<file path="src/hdl/pcs_lane_pkg.sv">
`default_nettype none

package pcs_lane_pkg;

        // mac side lane word, one per cycle
        typedef struct packed {
                logic        ctrl;                      // 0 on a plain data word
                logic        idle;                      // idle word, nothing kept
                logic [1:0]  start;                     // [0] lane 0, [1] lane 4
                logic        term;                      // terminate, keep gives the byte count
                logic        err;                       // error word
                logic [63:0] data;                      // byte 0 in [7:0]
                logic [7:0]  keep;                      // one bit per valid byte
        } pcs_lane_t;

        // block lock thresholds
        localparam int LOCK_GOOD_N = 64;                // consecutive good headers to lock
        localparam int LOCK_WIN_N  = 64;                // headers per loss window
        localparam int LOCK_BAD_N  = 16;                // bad headers per window to drop lock

        localparam int LOCK_CNT_W = $clog2(LOCK_GOOD_N > LOCK_WIN_N ? LOCK_GOOD_N : LOCK_WIN_N);
        localparam int LOCK_BAD_W = $clog2(LOCK_BAD_N);

endpackage

`default_nettype wire

</file>
<file path="src/hdl/pcs_line_pkg.sv">
`default_nettype none

package pcs_line_pkg;

        // sync header values, anything else is an invalid header
        localparam logic [1:0] SYNC_DATA = 2'b01;       // eight data bytes follow
        localparam logic [1:0] SYNC_CTRL = 2'b10;       // type byte plus control payload

        typedef struct packed {
                logic [1:0]  hdr;                       // sync header
                logic [63:0] payload;                   // type byte in [7:0] on control blocks
        } pcs_block_t;

        // block type field, only the subset carried by this pcs
        typedef enum logic [7:0] {
                BT_IDLE   = 8'h1e,                      // eight control codes
                BT_START0 = 8'h78,                      // start in lane 0
                BT_START4 = 8'h33,                      // four idles then start in lane 4
                BT_TERM0  = 8'h87,
                BT_TERM1  = 8'h99,
                BT_TERM2  = 8'haa,
                BT_TERM3  = 8'hb4,
                BT_TERM4  = 8'hcc,
                BT_TERM5  = 8'hd2,
                BT_TERM6  = 8'he1,
                BT_TERM7  = 8'hff                       // seven bytes then terminate
        } block_type_e;

        // terminate type indexed by the number of data bytes before it
        localparam block_type_e TERM_TYPES [8] = '{
                BT_TERM0, BT_TERM1, BT_TERM2, BT_TERM3,
                BT_TERM4, BT_TERM5, BT_TERM6, BT_TERM7
        };

        localparam logic [6:0]  CODE_IDLE = 7'h00;      // 7-bit idle control code
        localparam logic [6:0]  CODE_ERR  = 7'h1e;      // 7-bit error control code

        localparam logic [63:0] IDLE_PAYLOAD = {{8{CODE_IDLE}}, BT_IDLE};
        localparam logic [63:0] ERR_PAYLOAD  = {{8{CODE_ERR}}, BT_IDLE};

        // x^58 + x^39 + 1
        localparam int SCR_LEN = 58;
        localparam int SCR_TAP = 39;
        localparam logic [SCR_LEN-1:0] SCR_INIT = '1;   // state after reset

endpackage

`default_nettype wire

</file>
<file path="src/hdl/pcs_block_lock.sv">
`default_nettype none

module pcs_block_lock (
        input  wire       logic_clk,
        input  wire       rst_n_i,
        input  wire [1:0] hdr_i,
        output logic      lock_o
);
        import pcs_line_pkg::*;
        import pcs_lane_pkg::*;

        typedef enum logic {
                LOCK_HUNT,                              // counting good headers in a row
                LOCK_OK                                 // counting bad headers per window
        } lock_state_e;

        lock_state_e         state_q;
        logic [LOCK_CNT_W-1:0] cnt_q;                   // run length in hunt, window slot when locked
        logic [LOCK_BAD_W-1:0] bad_q;                   // bad headers seen in this window
        logic                hdr_ok;

        assign hdr_ok = (hdr_i == SYNC_DATA) || (hdr_i == SYNC_CTRL);
        assign lock_o = (state_q == LOCK_OK);

        always_ff @(posedge logic_clk) begin
                if (!rst_n_i) begin
                        state_q <= LOCK_HUNT;
                        cnt_q   <= '0;
                        bad_q   <= '0;
                end else begin
                        case (state_q)
                        LOCK_HUNT: begin
                                bad_q <= '0;
                                if (!hdr_ok) begin
                                        cnt_q <= '0;            // run broken, start over
                                end else if (cnt_q == LOCK_CNT_W'(LOCK_GOOD_N - 1)) begin
                                        state_q <= LOCK_OK;
                                        cnt_q   <= '0;
                                end else begin
                                        cnt_q <= cnt_q + 1'b1;
                                end
                        end
                        LOCK_OK: begin
                                if (!hdr_ok && bad_q == LOCK_BAD_W'(LOCK_BAD_N - 1)) begin
                                        state_q <= LOCK_HUNT;   // too many in one window
                                        cnt_q   <= '0;
                                        bad_q   <= '0;
                                end else if (cnt_q == LOCK_CNT_W'(LOCK_WIN_N - 1)) begin
                                        cnt_q <= '0;            // window done, fresh count
                                        bad_q <= '0;
                                end else begin
                                        cnt_q <= cnt_q + 1'b1;
                                        bad_q <= bad_q + LOCK_BAD_W'(!hdr_ok);
                                end
                        end
                        default: state_q <= LOCK_HUNT;
                        endcase
                end
        end

endmodule

`default_nettype wire

</file>
<file path="src/hdl/pcs_loop_top.sv">
`default_nettype none

module pcs_loop_top (
        input  wire                      logic_clk,
        input  wire                      rst_n_i,
        input  wire                      loopback_i,    // level, rx words replace mac_tx_i
        input  wire pcs_lane_pkg::pcs_lane_t  mac_tx_i,
        input  wire pcs_line_pkg::pcs_block_t serdes_rx_i,
        output pcs_line_pkg::pcs_block_t      serdes_tx_o,
        output pcs_lane_pkg::pcs_lane_t       mac_rx_o,
        output logic                     mac_rx_valid_o,
        output logic                     block_lock_o
);
        import pcs_line_pkg::*;
        import pcs_lane_pkg::*;

        pcs_lane_t  loop_q;                             // decoded word, one flop before tx
        pcs_lane_t  enc_lane;
        pcs_block_t enc_blk;                            // encoder to scrambler
        pcs_block_t rx_blk;                             // descrambler to decoder
        logic       lock_q;                             // lock lined up with mac_rx_o

        always_ff @(posedge logic_clk) begin
                loop_q <= mac_rx_o;
        end

        assign enc_lane = loopback_i ? loop_q : mac_tx_i;

        // tx: encode then scramble, 2 cycles
        pcs_tx_encode m_tx_encode (
                .logic_clk (logic_clk),
                .rst_n_i   (rst_n_i),
                .lane_i    (enc_lane),
                .blk_o     (enc_blk)
        );

        pcs_scrambler #(.DESCRAMBLE(1'b0)) m_tx_scr (
                .logic_clk (logic_clk),
                .rst_n_i   (rst_n_i),
                .blk_i     (enc_blk),
                .blk_o     (serdes_tx_o)
        );

        // rx: descramble then decode, 2 cycles
        pcs_scrambler #(.DESCRAMBLE(1'b1)) m_rx_scr (
                .logic_clk (logic_clk),
                .rst_n_i   (rst_n_i),
                .blk_i     (serdes_rx_i),
                .blk_o     (rx_blk)
        );

        pcs_rx_decode m_rx_decode (
                .logic_clk (logic_clk),
                .rst_n_i   (rst_n_i),
                .blk_i     (rx_blk),
                .lane_o    (mac_rx_o)
        );

        pcs_block_lock m_block_lock (
                .logic_clk (logic_clk),
                .rst_n_i   (rst_n_i),
                .hdr_i     (serdes_rx_i.hdr),           // raw header, never scrambled
                .lock_o    (block_lock_o)
        );

        always_ff @(posedge logic_clk) begin
                if (!rst_n_i) begin
                        lock_q <= 1'b0;
                end else begin
                        lock_q <= block_lock_o;
                end
        end

        // drops with the live lock, rises with the aligned one
        assign mac_rx_valid_o = lock_q & block_lock_o;

endmodule

`default_nettype wire

</file>
<file path="src/hdl/pcs_rx_decode.sv">
`default_nettype none

module pcs_rx_decode (
        input  wire                      logic_clk,
        input  wire                      rst_n_i,
        input  wire pcs_line_pkg::pcs_block_t blk_i,
        output pcs_lane_pkg::pcs_lane_t       lane_o
);
        import pcs_line_pkg::*;
        import pcs_lane_pkg::*;

        block_type_e bt;                                // type byte, may hold an unknown value
        pcs_lane_t   lane_d;
        logic        term_hit;                          // type byte is one of T0..T7

        assign bt = block_type_e'(blk_i.payload[7:0]);

        always_comb begin
                lane_d      = '0;
                lane_d.ctrl = 1'b1;
                term_hit    = 1'b0;
                if (blk_i.hdr == SYNC_DATA) begin
                        lane_d.ctrl = 1'b0;
                        lane_d.data = blk_i.payload;
                        lane_d.keep = 8'hff;
                end else if (blk_i.hdr != SYNC_CTRL) begin
                        lane_d.err = 1'b1;              // 00 or 11 header
                end else begin
                        case (bt)
                        BT_IDLE: begin
                                // all eight codes must be idle, error codes land here too
                                lane_d.idle = (blk_i.payload[63:8] == {8{CODE_IDLE}});
                                lane_d.err  = !lane_d.idle;
                        end
                        BT_START0: begin
                                lane_d.start = 2'b01;
                                lane_d.data  = {blk_i.payload[63:8], 8'h00};
                                lane_d.keep  = 8'hfe;
                        end
                        BT_START4: begin
                                lane_d.start = 2'b10;
                                lane_d.data  = {blk_i.payload[63:40], 40'h0};
                                lane_d.keep  = 8'he0;
                        end
                        default: begin
                                for (int n = 0; n < 8; n++) begin
                                        if (bt == TERM_TYPES[n]) begin
                                                term_hit    = 1'b1;
                                                lane_d.keep = 8'((1 << n) - 1);   // n low bytes
                                        end
                                end
                                for (int i = 0; i < 7; i++) begin
                                        if (lane_d.keep[i])     // byte i sits one up in the block
                                                lane_d.data[8*i +: 8] = blk_i.payload[8*(i+1) +: 8];
                                end
                                lane_d.term = term_hit;
                                lane_d.err  = !term_hit;        // unknown type byte
                        end
                        endcase
                end
        end

        always_ff @(posedge logic_clk) begin
                if (!rst_n_i) begin
                        lane_o <= '0;                   // all flags low
                end else begin
                        lane_o <= lane_d;
                end
        end

endmodule

`default_nettype wire

</file>
<file path="src/hdl/pcs_scrambler.sv">
`default_nettype none

module pcs_scrambler #(
        parameter bit DESCRAMBLE = 1'b0                 // 1 on the receive side
) (
        input  wire                      logic_clk,
        input  wire                      rst_n_i,
        input  wire pcs_line_pkg::pcs_block_t blk_i,
        output pcs_line_pkg::pcs_block_t      blk_o
);
        import pcs_line_pkg::*;

        logic [SCR_LEN-1:0] state_q;                    // last 58 line bits, newest in [0]
        logic [SCR_LEN-1:0] state_d;
        logic [63:0]        pay_d;

        // one bit per step, lsb first, all 64 within the cycle
        always_comb begin
                state_d = state_q;
                for (int i = 0; i < 64; i++) begin
                        pay_d[i] = blk_i.payload[i] ^ state_d[SCR_TAP-1] ^ state_d[SCR_LEN-1];
                        // the line side bit always enters the state
                        state_d = {state_d[SCR_LEN-2:0], DESCRAMBLE ? blk_i.payload[i] : pay_d[i]};
                end
        end

        always_ff @(posedge logic_clk) begin
                if (!rst_n_i) begin
                        state_q <= SCR_INIT;
                end else begin
                        state_q <= state_d;
                end
        end

        always_ff @(posedge logic_clk) begin
                blk_o.hdr     <= blk_i.hdr;                     // header is never scrambled
                blk_o.payload <= pay_d;
        end

endmodule

`default_nettype wire

</file>
<file path="src/hdl/pcs_tx_encode.sv">
`default_nettype none

module pcs_tx_encode (
        input  wire                      logic_clk,
        input  wire                      rst_n_i,
        input  wire pcs_lane_pkg::pcs_lane_t  lane_i,
        output pcs_line_pkg::pcs_block_t      blk_o
);
        import pcs_line_pkg::*;
        import pcs_lane_pkg::*;

        pcs_block_t blk_d;
        logic       term_ok;                            // keep is a low contiguous mask, not ff
        logic [3:0] term_n;                             // data bytes before the terminate

        assign term_ok = ((lane_i.keep & (lane_i.keep + 8'd1)) == 8'h00) && (lane_i.keep != 8'hff);
        assign term_n  = 4'($countones(lane_i.keep));

        always_comb begin
                blk_d.hdr     = SYNC_CTRL;
                blk_d.payload = ERR_PAYLOAD;            // anything unmatched goes out as error
                if (!lane_i.ctrl) begin
                        blk_d.hdr     = SYNC_DATA;      // data word, bytes as they are
                        blk_d.payload = lane_i.data;
                end else begin
                        case ({lane_i.idle, lane_i.start, lane_i.term, lane_i.err})
                        5'b10000: begin
                                if (lane_i.keep == 8'h00)
                                        blk_d.payload = IDLE_PAYLOAD;
                        end
                        5'b00100: begin
                                if (lane_i.keep == 8'hfe)       // bytes 1..7 keep their place
                                        blk_d.payload = {lane_i.data[63:8], BT_START0};
                        end
                        5'b01000: begin
                                if (lane_i.keep == 8'he0)       // c0..c3 idle, o0 zero, d5..d7
                                        blk_d.payload = {lane_i.data[63:40], 32'h0, BT_START4};
                        end
                        5'b00010: begin
                                if (term_ok) begin
                                        blk_d.payload      = '0;        // trailing idle codes are zero
                                        blk_d.payload[7:0] = TERM_TYPES[term_n[2:0]];
                                        for (int i = 0; i < 7; i++) begin
                                                if (lane_i.keep[i])     // byte i moves up by one
                                                        blk_d.payload[8*(i+1) +: 8] =
                                                                lane_i.data[8*i +: 8];
                                        end
                                end
                        end
                        default: ;                      // err word or mixed flags
                        endcase
                end
        end

        always_ff @(posedge logic_clk) begin
                if (!rst_n_i) begin
                        blk_o.hdr     <= SYNC_CTRL;             // idle block out of reset
                        blk_o.payload <= IDLE_PAYLOAD;
                end else begin
                        blk_o <= blk_d;
                end
        end

endmodule

`default_nettype wire

</file>
<file path="config.mk">
export PLATFORM = sky130hd
export DESIGN_NAME = pcs_loop_top
export DESIGN_NICKNAME = d
export VERILOG_FILES = /design/src/hdl/pcs_lane_pkg.sv /design/src/hdl/pcs_line_pkg.sv /design/src/hdl/pcs_block_lock.sv /design/src/hdl/pcs_loop_top.sv /design/src/hdl/pcs_rx_decode.sv /design/src/hdl/pcs_scrambler.sv /design/src/hdl/pcs_tx_encode.sv
export SDC_FILE = /design/constraint.sdc
export NUM_CORES = 1
export LEC_CHECK = 0
export BUFFER_PORTS_ARGS = -buffer_cell sky130_fd_sc_hd__buf_2
export CAP_MARGIN = 20
export CORE_MARGIN = 3
export CORE_UTILIZATION = 40
export DETAILED_ROUTE_END_ITERATION = 8
export PLACE_DENSITY_LB_ADDON = 0.3
export RECOVER_POWER = 50
export SLEW_MARGIN = 20
export SYNTH_ARGS = -nofsm -noshare
export SYNTH_HDL_FRONTEND = slang
export SYNTH_SLANG_ARGS = --single-unit
</file>
<file path="constraint.sdc">
create_clock -name logic_clk -period 4.3 [get_ports logic_clk]
set_input_delay 0.645 -clock logic_clk [delete_from_list [all_inputs] [get_ports logic_clk]]
set_output_delay 0.645 -clock logic_clk [all_outputs]
set_load 0.02 [all_outputs]
</file>
# After elaboration in Yosys (flattened, before gate mapping)
# Memory sizes are Yosys's and may differ from the RTL's.
# Cells that the tools add are included.
# op_classes
n_addsub	10
order_cmp	1
eq_ne	24
muxes	64
bitwise	262
reduce_logical	15
# op_table
cell	n
$mux 64	4
$pmux 64 s4	1
$xor 1x1->1	256
$pmux 64 s3	1
$mux 8	20
$mux 72	2
$eq 8x8->1 const B	10
$mux 78	1
$mux 62	1
$logic_not 56->1	1
$mux 6	4
$mux 1	17
$logic_not 8->1	2
$mux 4	3
$pmux 6 s2	1
$add 3x3->3	3
$add 1x1->2	4
$add 8x1->8 const B	1
$and 8x8->8	1
$eq 8x5->1 const B	1
$eq 8x6->1 const B	1
$eq 8x7->1 const B	1
$ne 8x8->1 const B	1
$pmux 4 s2	1
28 further kinds	38
# word_totals
ff_bits	482
romBits	64
inputBits	147
out_inout_bits	146
wordCells	403
memories	1
# mem_list
memory	words	width	rd	rd_ports_with_merged_regs	write_ports	line_no	source
(name not given)	8	8	1	0	0	pcs_tx_encode.sv:42	blk_d.payload[7:0] = TERM_TYPES[term_n[2:0]];

# Longest topological paths before layout
# Gate-level depths: netlist of the first run.
# logic_depth
word_depth	15
depth_mapped	17
ltp_nobuf	14

# Cells and area by module
# Synthesis of the first run repeated with hierarchy kept, for this count alone.
# unflattened
hier_cells	1377
hier_area_um2	17858.4
# by_module_without_submodules
module	n_inst	cells_per_inst	area_each_um2	seq_area_each_um2
pcs_scrambler (m_rx_scr)	1	252	4406.7	2482.4
pcs_scrambler (m_tx_scr)	1	311	4216.5	2482.4
pcs_tx_encode	1	340	3238.1	1321.3
pcs_rx_decode	1	256	2894.0	1561.5
pcs_loop_top	1	168	2617.5	1581.5
pcs_block_lock	1	50	485.5	220.2

# Least setup slack after synthesis of the first run
# No wires, ideal clock.
# synth_path
path_type	input port to flip-flop
startpoint	input loopback_i
endpoint	register m_tx_encode.blk_o[3] (netlist bit)
setup_time_ps	78
arrival_time_ps	4141
slack_ps	81
cell_stages	17
n_path_buf	3
cell_sequence	buf_6 buf_4 buf_4 mux2i_1 inv_1 ha_1 fa_1 inv_1 fa_1 inv_1 ha_1 xor2_1 xnor2_1 ha_1 nand3_1 o21ai_0 a32oi_1
# synth_via
elab_chain_len	11
# synth_lines
item	line_no	source
from (decl)	pcs_loop_top.sv:6	input wire loopback_i,
$mux 78 *	pcs_loop_top.sv:27	assign enc_lane = loopback_i ? loop_q : mac_tx_i;
$add 1x1->2 (not written as such)	pcs_tx_encode.sv:17	assign term_n = 4'($countones(lane_i.keep));
$add 3x3->3 (not written as such) (2 in series)	pcs_tx_encode.sv:17	
$not 3->4 (not written as such)	pcs_tx_encode.sv:42	
$mem_v2 8x8	-	
$mux 8 (not written as such) (2 in series)	pcs_tx_encode.sv:42	
$mux 64	pcs_tx_encode.sv:40	if (term_ok) begin
$pmux 64 s4	pcs_tx_encode.sv:26	case ({lane_i.idle, lane_i.start, lane_i.term, lane_i.err})
$mux 64 *	pcs_tx_encode.sv:22	if (!lane_i.ctrl) begin
to (signal assigned)	pcs_tx_encode.sv:60	blk_o <= blk_d;
to (decl)	pcs_tx_encode.sv:7	output pcs_line_pkg::pcs_block_t blk_o
# Mark *: on every way between the ends. The rest lies on a longest branch, timed or not. The select of a mux whose other input is x is not followed.
# A chain may end at the register's enable or synchronous reset.

==> results of run 1 <==
## sequential cells by signal, indices dropped and copies added (netlist names)
| name | count |
|---|---|
| m_rx_scr.blk_o | 66 |
| lock_q | 1 |
| m_block_lock.cnt_q | 6 |
| loop_q | 78 |
| m_tx_scr.state_q | 58 |
| m_rx_scr.state_q | 58 |
| m_tx_encode.blk_o | 66 |
| m_block_lock.lock_o | 1 |
| m_rx_decode.lane_o | 78 |
| m_block_lock.bad_q | 4 |
| m_tx_scr.blk_o | 66 |
## cells by family (layout without fill, tap and decap cells)
| group | after synthesis | after routing | share of synthesized area (%) |
|---|---|---|---|
| multiplexers | 74 | 74 | 4.55 |
| flip-flops | 482 | 482 | 55.8 |
| buffers and inverters | 111 | 451 | 2.89 |
| AO/OA/AOI/OAI | 212 | 212 | 9.69 |
| adder cells (fa/ha/maj) | 20 | 20 | 1.58 |
| XOR/XNOR | 268 | 268 | 13.6 |
| AND/OR/NAND/NOR | 361 | 361 | 11.9 |
## worst paths after layout
| check | to | startpoint |
|---|---|---|
| setup / recovery | m_block_lock.cnt_q[0] | rst_n_i |
| hold / removal | m_rx_scr.blk_o[65] | serdes_rx_i[65] |
| setup reg to reg | m_tx_encode.blk_o[2] | loop_q[2] |
| hold reg to reg | m_tx_scr.blk_o[65] | m_tx_encode.blk_o[65] |
## report_power, final
group | internal (mW) | total, mW | switching, mW | leakage, nW
Sequential | 5.33 | 5.86 | 0.527 | 4.00
Combinational | 1.40 | 3.30 | 1.89 | 4.09
Clock | 2.44 | 4.19 | 1.74 | 0.791
## metrics by stage
stage / area (µm²) / cells / total power [mW]
floorplan: 17300 / 1528 / 8.08
global placement: 19300 / 2360 / 9.24
detailed placement: 19300 / 2360 / 9.26
CTS: 20900 / 2445 / 13.4
global route: 20900 / 2445 / 14.0
finish: 20900 / 2445 / 13.3
## layer usage
layer,up-vias,GRT usage (%)
met4,0,9.53
met2,480,40.5
met5,-,0
li1,5819,-
met1,5788,28.7
met3,111,4.29
## synth_stat cells (all sizes together), types with 2 or more instances
cell | count | area, µm²
nor2 | 91 | 342
nand4 | 14 | 87.6
o22ai | 24 | 163
dfxtp | 482 | 9650
o211ai | 34 | 265
mux2i | 74 | 786
o211a | 3 | 30.0
nor4b | 4 | 47.6
and3 | 4 | 25.0
and4b | 2 | 20.0
or2 | 45 | 282
nor3 | 8 | 40.0
ha | 17 | 213
and2 | 21 | 131
a32oi | 15 | 131
nor2b | 5 | 31.3
a21oi | 10 | 72.6
nor3b | 4 | 35.0
nand2 | 44 | 165
clkbuf | 32 | 120
and4 | 2 | 17.5
buf | 30 | 195
o22a | 5 | 43.8
o2111ai | 2 | 17.5
o31ai | 36 | 284
o21ai | 24 | 120
nand3b | 3 | 26.3
a22oi | 8 | 60.1
fa | 3 | 60.1
nor4bb | 9 | 90.1
a22o | 32 | 280
and3b | 4 | 35.0
xor2 | 47 | 412
inv | 49 | 184
nand4bb | 2 | 22.5
o32ai | 4 | 35.0
or4 | 2 | 15.0
nand2b | 62 | 388
o41ai | 2 | 25.0
nand3 | 10 | 55.1
a211oi | 2 | 20.0
nor4 | 18 | 119
nand4b | 4 | 50.1
xnor2 | 221 | 1940
## layout make-up
class                      count  area, µm²
fill                        3922      21400
sequential                   482       9650
multi-input combinational    935       7130
timing repair buffer         317       1630
clock buffer                  63       1340
tap                          577        722
clock inverter                22        258
inverter                      49        184
==> results.cfg, run 1 <==
[run_status]
status = complete, but fails checks
violations = max-capacitance violations, max-slew violations

[die]
coreArea_um2 = 42300
ios = 293
die_area_um2 = 45700
start_util_pct = 40.8
placementRows = 75
fp.dieH_um = 214
dieWidth_um = 214

[route]
drtIter0Drc = 953
dr_wl_met2_um = 26600
dr.pass1.iters = 5
wl_um = 54400
detail_route.wl_per_cell_um = 22.3
wl_met3_um = 3420
postRouteAntennaNets = 0
drt-met1-wl_um = 22200
highest_layer = met4
dr_total_vias = 12200
vias_per_cell = 4.99
drc = 0

[timing]
hold_ws_ps = 230
setup_ws_ps = 813
rsz0062_at_grt = no
min_period_ps = 3490
finClkSkew_ps = 23.3
tightestPinTransition_ps = 2860
slew_violations = 127
setup_viol = 0
min_period_over_period_pct = 81.1
timing.fmax_ghz = 0.287
finalSetupTns_ps = 0
hold_viol_final = 0
worst_slew_margin_rel_pct = -90.8

[setup_path]
reg2reg_setup_slack_ps = 930
cpMostUsedCell = clkbuf_1
crit_buf_inv = 3
r2r_cells = 13
cp_top_family = buffers and inverters
worst-path-stages = 5
crit_chain = clkbuf_1 > buf_4 > clkbuf_1 > nand3_1 > nor2_1
cp_slowest_stage_delay_ps = 2070
worst_setup_path_end_kind = flop
crit_arrival_ps = 3990
cp_max_fo = 63
cpMaxStageDelayCell = clkbuf_1
crit_type = primary input to flop
critPathRequiredTime_ps = 4800
startpoint_type = primary input

[global_routing]
grt_max_degree = 64
track_usage_pct = 23.3
antenna_found_initial = 0
globalRouteOverflowTotal = 0
grt_pass1_vias = 12100
grt_pass1_wl_um = 78200

[clock_tree]
numCtsBuffers = 48
cts_buffer_depth = 3
post-cts-setup-buffers = 0
path_clk_slew_ps = 60
cts_tree = yes
cts_root_buf = clkbuf_16
h-tree-depth = 2
clk_latency_ps = 590
clkSinkCount = 482
holdBufCountCts = 0
cts-resized-gates = 0

[placed_design]
numPortBuffers = 292
dpl_worst_slack_ps = 262
gp_congestion = 1.04
place_hpwl_um = 43900

[yosys]
ys_warn_count = 0
syn_inst = 1528
synth-seq-cells = 482
seq_area_frac_synth_pct = 55.8
syn-num-nets = 1695
ys_types = 78
syn-cell-area_um2 = 17300
ys.flop_type = dfxtp_1
synthArstFlopShare_pct = 0
synth_edf_count = 0
avgSynthCellArea_um2 = 11.3

[worst_hold_path]
min_path_cells = 1
hold_class = primary input to flop

[layout]
nNetsFinal = 2000
layout_common_cells = dfxtp_1 (482), buf_2 (282), xnor2_1 (221)
final_util_pct = 49.4
drive_above_1_share_pct = 24.3
syn2layout_area_growth_pct = 21.0
final_common_cell = dfxtp_1
diodes = 0

[pwr]
p_leak_nw = 8.87
irDropWorstVdd_v = 0.000363
p_per_area_nw_per_um2 = 638

[run]
drv_cap = 2
Power figures use the tool's default switching activity.
==> run 2: changes to the inputs <==
clock period = 3.6 ns   (was 4.3 ns; I/O delays follow)
==> run 2 against run 1 <==
Net effect:
- the run now ends clean
- critical path depth is 8 higher
- clock-buffer cell count stayed put
- clock skew is 13 ps lower
- cell count is 0.70% higher
- clock power is 31% higher
- worst hold slack worse by 120 ps
- critical endpoint is now m_tx_encode.blk_o[2]
==> results.cfg, run 2 (synthesis results as in run 1) <==
[timing]
finClkSkew_ps = 10.4
slew_violations = 0
min_period_ps = 3250
tightestPinTransition_ps = 1450
min_period_over_period_pct = 90.2
setup_ws_ps = 354
worst_slew_margin_rel_pct = 3.67
setup_viol = 0
hold_viol_final = 0
finalSetupTns_ps = 0
timing.fmax_ghz = 0.308
rsz0062_at_grt = no
hold_ws_ps = 114

[clock_tree]
clkSinkCount = 482
cts-resized-gates = 0
cts_buffer_depth = 3
path_clk_slew_ps = 60
cts_tree = yes
post-cts-setup-buffers = 0
h-tree-depth = 2
cts_root_buf = clkbuf_16
numCtsBuffers = 48
holdBufCountCts = 0
clk_latency_ps = 580

[setup_path]
cp_max_fo = 8
worst_setup_path_end_kind = flop
crit_arrival_ps = 3680
cp_top_family = adder cells
crit_chain = mux2i_4 > buf_4 > ha_1 > inv_1 > fa_2 > fa_1 > inv_1 > ha_2 > xor2_2 > xnor2_2 > nor2b_1 > o41ai_1 > a32oi_1
cp_slowest_stage_delay_ps = 540
critPathRequiredTime_ps = 4030
startpoint_type = flop
cpMostUsedCell = inv_1
r2r_start = loop_q[6]
crit_buf_inv = 3
crit_type = flop to flop
cpMaxStageDelayCell = fa_1
startpoint = loop_q[6]

[layout]
diodes = 0
final_util_pct = 50.2
layout_common_cells = dfxtp_1 (482), buf_2 (282), xnor2_1 (220)
syn2layout_area_growth_pct = 23.0
finalNonFillerCells = 2462
nNetsFinal = 2014
final_common_cell = dfxtp_1
n_fill_cell = 3858
reg_top3 = loop_q (78), m_rx_decode.lane_o (78)
stdcell_area_um2 = 21300
multi_input_area_um2 = 7180
drive_above_1_share_pct = 25.5
seq_area_um2 = 9650

[placed_design]
dpl_worst_slack_ps = -172
place_hpwl_um = 44200
dp_cells = 2374
placed_area_um2 = 19500
numPortBuffers = 292
gp_congestion = 0.961

[pwr]
intPower_mw = 11.4
finalPower_mw = 16.5
combPwrFrac_pct = 24.3
pwr-share-seq_pct = 42.4
p_sw_mw = 5.10
irDropWorstVdd_v = 0.000472
clockPowerShare_pct = 33.2
switching_share_pct = 31.0
p_leak_nw = 9.01
p_per_area_nw_per_um2 = 775

[run_status]
status = completed

[worst_hold_path]
hold_class = primary input to flop
holdCritStartpoint = serdes_rx_i[64]

[global_routing]
track_usage_pct = 23.7
grt_max_degree = 69
grt_pass1_vias = 12200
globalRouteOverflowTotal = 0
grt_pass1_wl_um = 79000
antenna_found_initial = 2

[die]
fp.dieH_um = 214
placementRows = 75
die_area_um2 = 45700
dieWidth_um = 214
start_util_pct = 40.8
ios = 293
coreArea_um2 = 42300

[route]
dr.pass1.iters = 5
drc = 0
postRouteAntennaNets = 0
dr_total_vias = 12200
detail_route.wl_per_cell_um = 22.5
wl_um = 55400
vias_per_cell = 4.95
drtIter0Drc = 847

[run]
drv_cap = 0
-- run 2: changes by cell type in the layout (fill, tap and decap cells not counted), moves of 2 or more --
cell	delta
clkbuf_1	-4
clkinv_2	-7
clkbuf_16	+2
clkinvlp_4	+4
buf_4	+14
ha_1	-2
bufinv_16	+4
inv_8	+2
-- run 2: final timing paths --
check | end | slack, ps | cells after the start
setup / recovery | m_tx_encode.blk_o[2] | 350 | 13
hold / removal | m_rx_scr.blk_o[64] | 110 | 1
hold reg to reg | m_tx_scr.blk_o[64] | 330 | 0
setup reg to reg | m_tx_encode.blk_o[2] | 350 | 13
-- run 2: metal layers --
| metal | vias up | track usage [%] | routed length [µm] |
|---|---|---|---|
| li1 | 5851 | - | - |
| met5 | - | 0 | 0 |
| met2 | 471 | 42.1 | 27600 |
| met4 | 0 | 6.84 | 1660 |
| met3 | 91 | 4.26 | 3630 |
| met1 | 5782 | 29.4 | 22600 |
-- run 2: final cells by class --
type                       count  area share (%)
clock inverter                25            1.81
clock buffer                  63            6.49
sequential                   482            45.4
multi-input combinational    935            33.8
timing repair buffer         331            8.26
tap                          577            3.40
inverter                      49           0.865
-- run 2: power by group through the flow --
stage	clock [mW]	sequential (mW)	combinational [mW]
finish	5.48	6.99	4.01
global route	5.77	7.07	4.37
global placement	0	7.09	3.99
floorplan	0	7.41	2.26
detailed placement	0	7.10	4.01
CTS	5.56	6.99	4.04
